[src/cpu_pkg.sv]
// Instruction-set definitions shared by the core, the ALU and the testbench program builder
`default_nettype none

package cpu_pkg;

  typedef logic [31:0] word_t;
  typedef logic [3:0]  reg_addr_t;

  // Codes 8 to 15 are decoded as halt
  typedef enum logic [3:0] {
    op_and  = 4'd0,
    op_or   = 4'd1,
    op_sub  = 4'd2,
    op_add  = 4'd3,
    op_ldr  = 4'd4,
    op_str  = 4'd5,
    op_b    = 4'd6,
    op_halt = 4'd7
  } opcode_e;

  typedef enum logic [1:0] {alu_and, alu_or, alu_sub, alu_add} alu_op_e;

  typedef enum logic [2:0] {idle, fetch, execute, mem_access, halted} core_state_e;

  localparam int OPC_HI   = 31;
  localparam int OPC_LO   = 28;
  localparam int RD_HI    = 27;
  localparam int RD_LO    = 24;
  localparam int RN_HI    = 23;
  localparam int RN_LO    = 20;
  localparam int IMM_BIT  = 19; // Selects rotated immediate over rm
  localparam int RM_HI    = 15;
  localparam int RM_LO    = 12;
  localparam int IMM12_HI = 11;
  localparam int IMM12_LO = 0;

endpackage

`default_nettype wire

[src/bus_pkg.sv]
// Memory and bus sizes shared by the host port, the arbiter and the core
`default_nettype none

package bus_pkg;

  localparam int ADDR_W    = 8;  // Byte address bits
  localparam int MEM_WORDS = 64; // 256 bytes of shared memory

  typedef logic [ADDR_W-1:0] byte_addr_t;

endpackage

`default_nettype wire

[src/mem_req_if.sv]
// Word access from one requester to the shared memory, held until a one-cycle ready
`timescale 1ns/100ps
`default_nettype none

interface mem_req_if;

  logic                valid;
  logic                write;
  bus_pkg::byte_addr_t addr;  // Low two bits ignored
  cpu_pkg::word_t      wdata;
  logic                ready; // One-cycle pulse per access
  cpu_pkg::word_t      rdata; // Valid in the ready cycle

  modport requester (output valid, write, addr, wdata, input ready, rdata);
  modport memory (input valid, write, addr, wdata, output ready, rdata);

endinterface

`default_nettype wire

[src/axil_host_port.sv]
// AXI4-Lite slave that turns one host read or write at a time into a shared memory request
`timescale 1ns/100ps
`default_nettype none

module axil_host_port #(
  parameter int MEM_WORDS = 64
) (
  input  logic                clk,
  input  logic                reset,
  input  bus_pkg::byte_addr_t awaddr,
  input  logic                awvalid,
  output logic                awready,
  input  cpu_pkg::word_t      wdata,
  input  logic                wvalid,
  output logic                wready,
  output logic                bvalid,
  input  logic                bready,
  input  bus_pkg::byte_addr_t araddr,
  input  logic                arvalid,
  output logic                arready,
  output logic                rvalid,
  output cpu_pkg::word_t      rdata,
  input  logic                rready,
  mem_req_if.requester        mem
);

  typedef enum logic [2:0] {hp_idle, hp_wr, hp_rd, hp_bresp, hp_rresp} host_state_e;

  localparam bus_pkg::byte_addr_t ADDR_MASK = bus_pkg::byte_addr_t'(MEM_WORDS * 4 - 1);

  host_state_e         state;
  bus_pkg::byte_addr_t addr_q;
  cpu_pkg::word_t      wdata_q;
  cpu_pkg::word_t      rdata_q;

  always_ff @(posedge clk or posedge reset) begin
    if (reset) begin
      state <= hp_idle;
    end else begin
      case (state)
        hp_idle:  if (arvalid) state <= hp_rd; // Reads win a tie
                  else if (awvalid && wvalid) state <= hp_wr;
        hp_wr:    if (mem.ready) state <= hp_bresp;
        hp_rd:    if (mem.ready) state <= hp_rresp;
        hp_bresp: if (bready) state <= hp_idle;
        hp_rresp: if (rready) state <= hp_idle;
        default:  state <= hp_idle;
      endcase
    end
  end

  always_ff @(posedge clk) begin
    if (state == hp_idle) begin
      addr_q  <= arvalid ? araddr : awaddr;
      wdata_q <= wdata;
    end
    if (state == hp_rd && mem.ready) begin
      rdata_q <= mem.rdata; // Held until the host takes it
    end
  end

  assign mem.valid = (state == hp_wr) || (state == hp_rd);
  assign mem.write = (state == hp_wr);
  assign mem.addr  = addr_q & ADDR_MASK;
  assign mem.wdata = wdata_q;

  assign awready = (state == hp_wr) && mem.ready;
  assign wready  = (state == hp_wr) && mem.ready;
  assign arready = (state == hp_rd) && mem.ready;
  assign bvalid  = (state == hp_bresp);
  assign rvalid  = (state == hp_rresp);
  assign rdata   = rdata_q;

endmodule

`default_nettype wire

[src/shared_mem.sv]
// Word memory shared by the host port and the core, with a fixed-priority arbiter in front
`timescale 1ns/100ps
`default_nettype none

module shared_mem #(
  parameter int MEM_WORDS = 64
) (
  input  logic      clk,
  input  logic      reset,
  mem_req_if.memory host,
  mem_req_if.memory core
);

  localparam int IDX_W = $clog2(MEM_WORDS);

  cpu_pkg::word_t      mem_array [MEM_WORDS];
  cpu_pkg::word_t      rdata_q;
  logic                gnt_host;
  logic                gnt_core;
  logic                host_rdy_q;
  logic                core_rdy_q;
  logic                sel_write;
  bus_pkg::byte_addr_t sel_addr;
  cpu_pkg::word_t      sel_wdata;
  logic [IDX_W-1:0]    sel_idx;

  // A requester still shows valid in its ready cycle, so it is masked there
  always_ff @(posedge clk or posedge reset) begin
    if (reset) begin
      gnt_host   <= 1'b0;
      gnt_core   <= 1'b0;
      host_rdy_q <= 1'b0;
      core_rdy_q <= 1'b0;
    end else begin
      host_rdy_q <= gnt_host;
      core_rdy_q <= gnt_core;
      if (gnt_host || gnt_core) begin
        gnt_host <= 1'b0;
        gnt_core <= 1'b0;
      end else if (host.valid && !host_rdy_q) begin
        gnt_host <= 1'b1; // Host first
      end else if (core.valid && !core_rdy_q) begin
        gnt_core <= 1'b1;
      end
    end
  end

  assign sel_write = gnt_host ? host.write : core.write;
  assign sel_addr  = gnt_host ? host.addr : core.addr;
  assign sel_wdata = gnt_host ? host.wdata : core.wdata;
  assign sel_idx   = sel_addr[IDX_W+1:2];

  always_ff @(posedge clk) begin
    if (gnt_host || gnt_core) begin
      if (sel_write) mem_array[sel_idx] <= sel_wdata;
      rdata_q <= mem_array[sel_idx];
    end
  end

  assign host.ready = host_rdy_q;
  assign core.ready = core_rdy_q;
  assign host.rdata = rdata_q;
  assign core.rdata = rdata_q;

endmodule

`default_nettype wire

[src/reg_file.sv]
// Sixteen 32-bit core registers with two combinational read ports and one clocked write port
`timescale 1ns/100ps
`default_nettype none

module reg_file (
  input  logic               clk,
  input  cpu_pkg::reg_addr_t ra_addr,
  input  cpu_pkg::reg_addr_t rb_addr,
  input  cpu_pkg::reg_addr_t wr_addr,
  input  logic               wr_en,
  input  cpu_pkg::word_t     wr_data,
  output cpu_pkg::word_t     ra_data,
  output cpu_pkg::word_t     rb_data
);

  cpu_pkg::word_t regs [16];

  always_ff @(posedge clk) begin
    if (wr_en) regs[wr_addr] <= wr_data;
  end

  assign ra_data = regs[ra_addr];
  assign rb_data = regs[rb_addr]; // Also reads rd for stores

endmodule

`default_nettype wire

[src/alu.sv]
// Operand B select with rotated immediate, then AND, OR, SUB or ADD on 32-bit words
`timescale 1ns/100ps
`default_nettype none

module alu (
  input  cpu_pkg::alu_op_e op,
  input  cpu_pkg::word_t   a,
  input  cpu_pkg::word_t   reg_b,
  input  logic             imm_sel,
  input  logic [11:0]      imm12,
  output cpu_pkg::word_t   result
);

  cpu_pkg::word_t imm_ext;
  logic [4:0]     rot_amt;
  logic [63:0]    rot_pair;
  cpu_pkg::word_t b;

  assign imm_ext  = {24'd0, imm12[7:0]};
  assign rot_amt  = {imm12[11:8], 1'b0};         // Twice the 4-bit field
  assign rot_pair = {imm_ext, imm_ext} >> rot_amt; // Rotate right via doubled word
  assign b        = imm_sel ? rot_pair[31:0] : reg_b;

  always_comb begin
    case (op)
      cpu_pkg::alu_and: result = a & b;
      cpu_pkg::alu_or:  result = a | b;
      cpu_pkg::alu_sub: result = a - b; // Wraps modulo 2^32
      default:          result = a + b;
    endcase
  end

endmodule

`default_nettype wire

[src/core_ctrl.sv]
// Multicycle core sequencer holding the PC and instruction register, driving fetch and data access
`timescale 1ns/100ps
`default_nettype none

module core_ctrl (
  input  logic                clk,
  input  logic                reset,
  input  logic                start,
  output logic                busy,
  output logic                halted,
  mem_req_if.requester        mem,
  output cpu_pkg::reg_addr_t  rn_addr,
  output cpu_pkg::reg_addr_t  rm_addr,
  output cpu_pkg::reg_addr_t  rd_addr,
  input  cpu_pkg::word_t      rn_data,
  input  cpu_pkg::word_t      rm_data,
  output logic                wr_en,
  output cpu_pkg::word_t      wr_data,
  output cpu_pkg::alu_op_e    alu_op,
  output logic                imm_sel,
  output logic [11:0]         imm12,
  input  cpu_pkg::word_t      alu_result
);

  cpu_pkg::core_state_e state;
  bus_pkg::byte_addr_t  pc;
  cpu_pkg::word_t       ir;
  cpu_pkg::opcode_e     opcode;
  logic                 is_alu;
  cpu_pkg::word_t       data_addr;
  cpu_pkg::word_t       br_off;

  assign opcode    = cpu_pkg::opcode_e'(ir[cpu_pkg::OPC_HI:cpu_pkg::OPC_LO]);
  assign data_addr = rn_data + cpu_pkg::word_t'(ir[cpu_pkg::IMM12_HI:cpu_pkg::IMM12_LO]);
  assign br_off    = {{22{ir[7]}}, ir[7:0], 2'b00}; // Signed word offset

  always_comb begin
    is_alu = 1'b1;
    case (opcode)
      cpu_pkg::op_and: alu_op = cpu_pkg::alu_and;
      cpu_pkg::op_or:  alu_op = cpu_pkg::alu_or;
      cpu_pkg::op_sub: alu_op = cpu_pkg::alu_sub;
      cpu_pkg::op_add: alu_op = cpu_pkg::alu_add;
      default: begin
        is_alu = 1'b0;
        alu_op = cpu_pkg::alu_add;
      end
    endcase
  end

  always_ff @(posedge clk or posedge reset) begin
    if (reset) begin
      state <= cpu_pkg::idle;
      pc    <= '0;
    end else begin
      case (state)
        cpu_pkg::idle, cpu_pkg::halted: begin
          if (start) begin
            pc    <= '0;
            state <= cpu_pkg::fetch;
          end
        end
        cpu_pkg::fetch: begin
          if (mem.ready) begin
            pc    <= pc + 8'd4;
            state <= cpu_pkg::execute;
          end
        end
        cpu_pkg::execute: begin
          if (is_alu) state <= cpu_pkg::fetch;
          else if (opcode == cpu_pkg::op_ldr || opcode == cpu_pkg::op_str)
            state <= cpu_pkg::mem_access;
          else if (opcode == cpu_pkg::op_b) begin
            pc    <= pc + br_off[bus_pkg::ADDR_W-1:0]; // PC already points past the branch
            state <= cpu_pkg::fetch;
          end else state <= cpu_pkg::halted; // op_halt and unused codes
        end
        cpu_pkg::mem_access: if (mem.ready) state <= cpu_pkg::fetch;
        default: state <= cpu_pkg::idle;
      endcase
    end
  end

  always_ff @(posedge clk) begin
    if (state == cpu_pkg::fetch && mem.ready) ir <= mem.rdata;
  end

  assign mem.valid = (state == cpu_pkg::fetch) || (state == cpu_pkg::mem_access);
  assign mem.write = (state == cpu_pkg::mem_access) && (opcode == cpu_pkg::op_str);
  assign mem.addr  = (state == cpu_pkg::fetch) ? pc : data_addr[bus_pkg::ADDR_W-1:0];
  assign mem.wdata = rm_data; // rd value during a store

  assign rn_addr = ir[cpu_pkg::RN_HI:cpu_pkg::RN_LO];
  assign rd_addr = ir[cpu_pkg::RD_HI:cpu_pkg::RD_LO];
  assign rm_addr = (state == cpu_pkg::mem_access) ? ir[cpu_pkg::RD_HI:cpu_pkg::RD_LO]
                                                  : ir[cpu_pkg::RM_HI:cpu_pkg::RM_LO];
  assign imm_sel = ir[cpu_pkg::IMM_BIT];
  assign imm12   = ir[cpu_pkg::IMM12_HI:cpu_pkg::IMM12_LO];

  assign wr_en   = ((state == cpu_pkg::execute) && is_alu) ||
                   ((state == cpu_pkg::mem_access) && (opcode == cpu_pkg::op_ldr) && mem.ready);
  assign wr_data = (state == cpu_pkg::mem_access) ? mem.rdata : alu_result;

  assign busy   = (state == cpu_pkg::fetch) || (state == cpu_pkg::execute) ||
                  (state == cpu_pkg::mem_access);
  assign halted = (state == cpu_pkg::halted);

endmodule

`default_nettype wire

[src/cpu_top.sv]
// Processor top level with an AXI4-Lite host port into shared memory and start/busy/halted control
`timescale 1ns/100ps
`default_nettype none

module cpu_top #(
  parameter int MEM_WORDS = bus_pkg::MEM_WORDS
) (
  input  logic                clk,
  input  logic                reset,
  input  bus_pkg::byte_addr_t awaddr,
  input  logic                awvalid,
  output logic                awready,
  input  cpu_pkg::word_t      wdata,
  input  logic                wvalid,
  output logic                wready,
  output logic                bvalid,
  input  logic                bready,
  input  bus_pkg::byte_addr_t araddr,
  input  logic                arvalid,
  output logic                arready,
  output logic                rvalid,
  output cpu_pkg::word_t      rdata,
  input  logic                rready,
  input  logic                start,
  output logic                busy,
  output logic                halted
);

  cpu_pkg::reg_addr_t rn_addr;
  cpu_pkg::reg_addr_t rm_addr;
  cpu_pkg::reg_addr_t rd_addr;
  cpu_pkg::word_t     rn_data;
  cpu_pkg::word_t     rm_data;
  logic               wr_en;
  cpu_pkg::word_t     wr_data;
  cpu_pkg::alu_op_e   alu_op;
  logic               imm_sel;
  logic [11:0]        imm12;
  cpu_pkg::word_t     alu_result;

  mem_req_if host_req ();
  mem_req_if core_req ();

  axil_host_port #(.MEM_WORDS(MEM_WORDS)) u_host (
    .clk, .reset, .awaddr, .awvalid, .awready, .wdata, .wvalid, .wready,
    .bvalid, .bready, .araddr, .arvalid, .arready, .rvalid, .rdata, .rready,
    .mem(host_req.requester)
  );

  shared_mem #(.MEM_WORDS(MEM_WORDS)) u_mem (
    .clk, .reset, .host(host_req.memory), .core(core_req.memory)
  );

  core_ctrl u_ctrl (
    .clk, .reset, .start, .busy, .halted, .mem(core_req.requester),
    .rn_addr, .rm_addr, .rd_addr, .rn_data, .rm_data, .wr_en, .wr_data,
    .alu_op, .imm_sel, .imm12, .alu_result
  );

  reg_file u_regs (
    .clk, .ra_addr(rn_addr), .rb_addr(rm_addr), .wr_addr(rd_addr), .wr_en, .wr_data,
    .ra_data(rn_data), .rb_data(rm_data)
  );

  alu u_alu (
    .op(alu_op), .a(rn_data), .reg_b(rm_data), .imm_sel, .imm12, .result(alu_result)
  );

endmodule

`default_nettype wire

[config.mk]
export PLATFORM = sky130hd
export DESIGN_NAME = cpu_top
export DESIGN_NICKNAME = d
export VERILOG_FILES = /design/src/cpu_pkg.sv /design/src/bus_pkg.sv /design/src/mem_req_if.sv /design/src/axil_host_port.sv /design/src/shared_mem.sv /design/src/reg_file.sv /design/src/alu.sv /design/src/core_ctrl.sv /design/src/cpu_top.sv
export SDC_FILE = /design/constraint.sdc
export NUM_CORES = 2
export LEC_CHECK = 0
export ABC_AREA = 1
export BUFFER_PORTS_ARGS = -buffer_cell sky130_fd_sc_hd__buf_2
export CORE_AREA = 3 3 503 505
export DETAILED_ROUTE_END_ITERATION = 8
export DIE_AREA = 0 0 506 508
export MAX_ROUTING_LAYER = met4
export PLACE_DENSITY = 0.65
export SLEW_MARGIN = 20
export SYNTH_ARGS = -nofsm -noshare
export SYNTH_HDL_FRONTEND = slang
export SYNTH_SLANG_ARGS = --single-unit
[constraint.sdc]
create_clock -name clk -period 7.33 [get_ports clk]
set_input_delay 0.3665 -clock clk [delete_from_list [all_inputs] [get_ports clk]]
set_output_delay 0.3665 -clock clk [all_outputs]
set_load 0.01 [all_outputs]
==> impl_metrics.json <==
{
  "finalSetupViolCount": 0,
  "slowest_stage": "a21oi_1",
  "hold_class": "in -> async",
  "antenna_found_initial": 10,
  "ys_types": 48,
  "cts_max_level": 5,
  "core_area_sq_um": 249000,
  "clockBufferDepth": 4,
  "crit_family": "simple AND/OR/NAND/NOR gates",
  "rows": 183,
  "yosysSeqAreaShare_pct": 65.5,
  "rsz0062_at_grt": "false",
  "finClkSkew_ps": 69.7,
  "fin_nets": 12687,
  "cp.required_ps": 7890,
  "fmax_mhz": 153,
  "startpoint_type": "flip-flop",
  "fin_crit_sh_pct": 89.1,
  "syn_area_sq_um": 124000,
  "die_w_um": 506,
  "firstDrtPassIters": 8,
  "cp_num_buf_inv": 3,
  "final_antenna_net_count": 0,
  "cts_tree": "done",
  "worst-path-max-fanout": 54,
  "clkSlewWorstSetupHoldPaths_ps": 60,
  "viasPerCell": 5.70,
  "drc": 0,
  "port_buffers": 90,
  "track_usage_pct": 29.7,
  "gr-total-overflow": 0,
  "die_h_um": 508,
  "maxSlewHeadroom_pct": 16.8,
  "crit_arrival_ps": 7090,
  "ctsRootBufferMaster": "clkbuf_16",
  "drv_slew": 0,
  "path_common_cell": "nand2_1",
  "path_class": "reg -> reg",
  "drt_iter0_markers": 11019,
  "die_area_sq_um": 257000,
  "vias": 92014,
  "grt_pass1_vias": 88430,
  "placedCellCount": 15550,
  "yosysWarnings": 0,
  "clock_latency_ps": 940,
  "post_drt_wl_per_cell_um": 23.5,
  "crit_path_max_incr_delay_ps": 750,
  "end_kind": "flip-flop",
  "ys_ff_latch": 2711,
  "syn_avg_cell_area_sq_um": 9.87,
  "grt_max_degree": 211,
  "drive_above_1_share_pct": 7.69,
  "fin_setup_tns_ps": 0,
  "grt_pass1_wl_um": 561000,
  "start_util_pct": 49.9,
  "finalNonFillerCells": 16133,
  "clock-sinks": 2711,
  "netlist_instances": 12561,
  "final-hold-violation-count": 0,
  "synth_nets": 12664,
  "maxCapViolations": 0,
  "cts_buffers": 302,
  "fillCellCount": 20818,
  "wirelength_um": 378000,
  "gp_congestion": 0.985,
  "outcome": "finished clean",
  "syn2layout_area_growth_pct": 12.7,
  "ios": 95,
  "worst_pin_slew_ps": 1250,
  "dpl.hpwl_um": 214000,
  "min_period_ps": 6530
}
## flip-flops by register name, indices dropped and copies added, names as in the netlist, 6 cells and up, named ones only
signal and count:
u_mem.core.rdata 32, u_host.mem.wdata 32, u_mem.mem_array 2048, u_host.rdata 32, u_ctrl.ir 29, u_host.mem.addr 6
u_ctrl.pc 6, u_regs.regs 512
## path summary, 6_finish.rpt
check / from / end / slack, ps / depth (start not counted)
worst max-delay path: u_ctrl.state[0] / u_regs.regs[9][27] / 800 / 29
worst min-delay path: reset / u_host.state[0] / 90 / 3
worst max register to register: u_ctrl.state[0] / u_regs.regs[9][27] / 800 / 29
worst min register to register: u_ctrl.ir[21] / flip-flop / 430 / 2
max in group asynchronous: reset / u_ctrl.pc[2] / 6790 / 3
min in group clk: wdata[7] / u_host.mem.wdata[7] / 170 / 2
## worst min-delay path, cell delays in order
cell and delay (ps):
dlygate4sd3_1 530, buf_2 120, inv_1 490
## cell families after synthesis
| logic type | Yosys count | synth area share [%] |
|---|---|---|
| compound gates | 834 | 3.75 |
| xor+xnor | 40 | 0.282 |
| buf+inv | 1721 | 5.56 |
| mux | 16 | 0.132 |
| fa+ha+maj | 48 | 0.494 |
| simple gates | 7191 | 24.2 |
| flops | 2711 | 65.5 |
## through the flow
step	utilization (%)	cell area, sq um	hold slack, ps	worst slack (ps)
after CTS	56.2	140000	55.6	789
final	56.2	140000	90.8	799
after detailed placement	52.3	130000	431	853
after floorplan	-	124000	280	1410
after global placement	52.2	130000	427	990
after global routing	56.2	140000	126	280
## layer usage
layer  track usage, %  up-vias  wire (um)
met5                -        -          0
li1                 -    42216          -
met2             48.0     4433     181000
met1             38.4    44465     149000
met3             4.07      900      32000
met4             11.5        0      15600
## layout by cell type (no fill, tap or decap), types with 28 or more instances in the layout
| master | n |
|---|---|
| nor2_4 | 85 |
| nand3_1 | 1641 |
| nor2_1 | 175 |
| nand3b_1 | 240 |
| o21ai_0 | 315 |
| nand2_1 | 4994 |
| ha_1 | 45 |
| inv_1 | 951 |
| xor2_1 | 28 |
| buf_4 | 254 |
| buf_12 | 69 |
| clkbuf_1 | 64 |
| buf_2 | 90 |
| o221ai_1 | 53 |
| dlygate4sd3_1 | 59 |
| edfxtp_1 | 2691 |
| clkbuf_16 | 308 |
| clkinv_2 | 36 |
| a21oi_1 | 312 |
| clkinv_1 | 76 |
## cell usage after synthesis (all sizes together)
cell type / instances / share of area (%)
or2: 15 / 0.076
o21bai: 1 / 0.0061
mux2i: 13 / 0.10
o2111ai: 3 / 0.021
nor3b: 2 / 0.012
o31ai: 3 / 0.022
clkbuf: 329 / 1.0
a211oi: 5 / 0.030
a21boi: 3 / 0.018
buf: 425 / 1.6
a221oi: 3 / 0.021
o21ai: 329 / 1.3
dfxtp: 4 / 0.065
ha: 45 / 0.45
a41oi: 13 / 0.092
o21a: 4 / 0.024
o221ai: 53 / 0.37
edfxtp: 2691 / 65
o22ai: 24 / 0.12
a31oi: 48 / 0.24
nor2: 263 / 0.80
clkinv: 9 / 0.027
nor4: 2 / 0.010
a21oi: 319 / 1.3
mux2: 3 / 0.027
nand2: 5005 / 15
o211ai: 26 / 0.16
maj3: 1 / 0.0081
xor2: 28 / 0.20
nor3: 14 / 0.056
nand3: 1642 / 6.6
fa: 2 / 0.032
nand4: 8 / 0.040
inv: 958 / 2.9
nand3b: 240 / 1.5
xnor2: 12 / 0.085
dfrtp: 16 / 0.32
## area by class of cell
class | instances | area, sq um | area share, %
inverters | 967 | 3650 | 2.61
repair buffers | 473 | 4360 | 3.12
multi-input cells | 8129 | 37100 | 26.6
clock buffers | 374 | 7980 | 5.71
diodes | 4 | 10.0 | 0.00716
clock inverters | 145 | 1170 | 0.834
flip-flops and latches | 2711 | 81300 | 58.2
well taps | 3330 | 4170 | 2.98
## repair_timing
item | in CTS | in global routing
gates resized for setup | 0 | 0
setup endpoints to repair | 0 | 0
endpoints found under the hold margin | 60 | 0
setup buffers | 0 | 0
hold buffers | 59 | 0
Power is not shown: default switching activity piles up to over one toggle a cycle in this logic, so the estimate is an artifact.
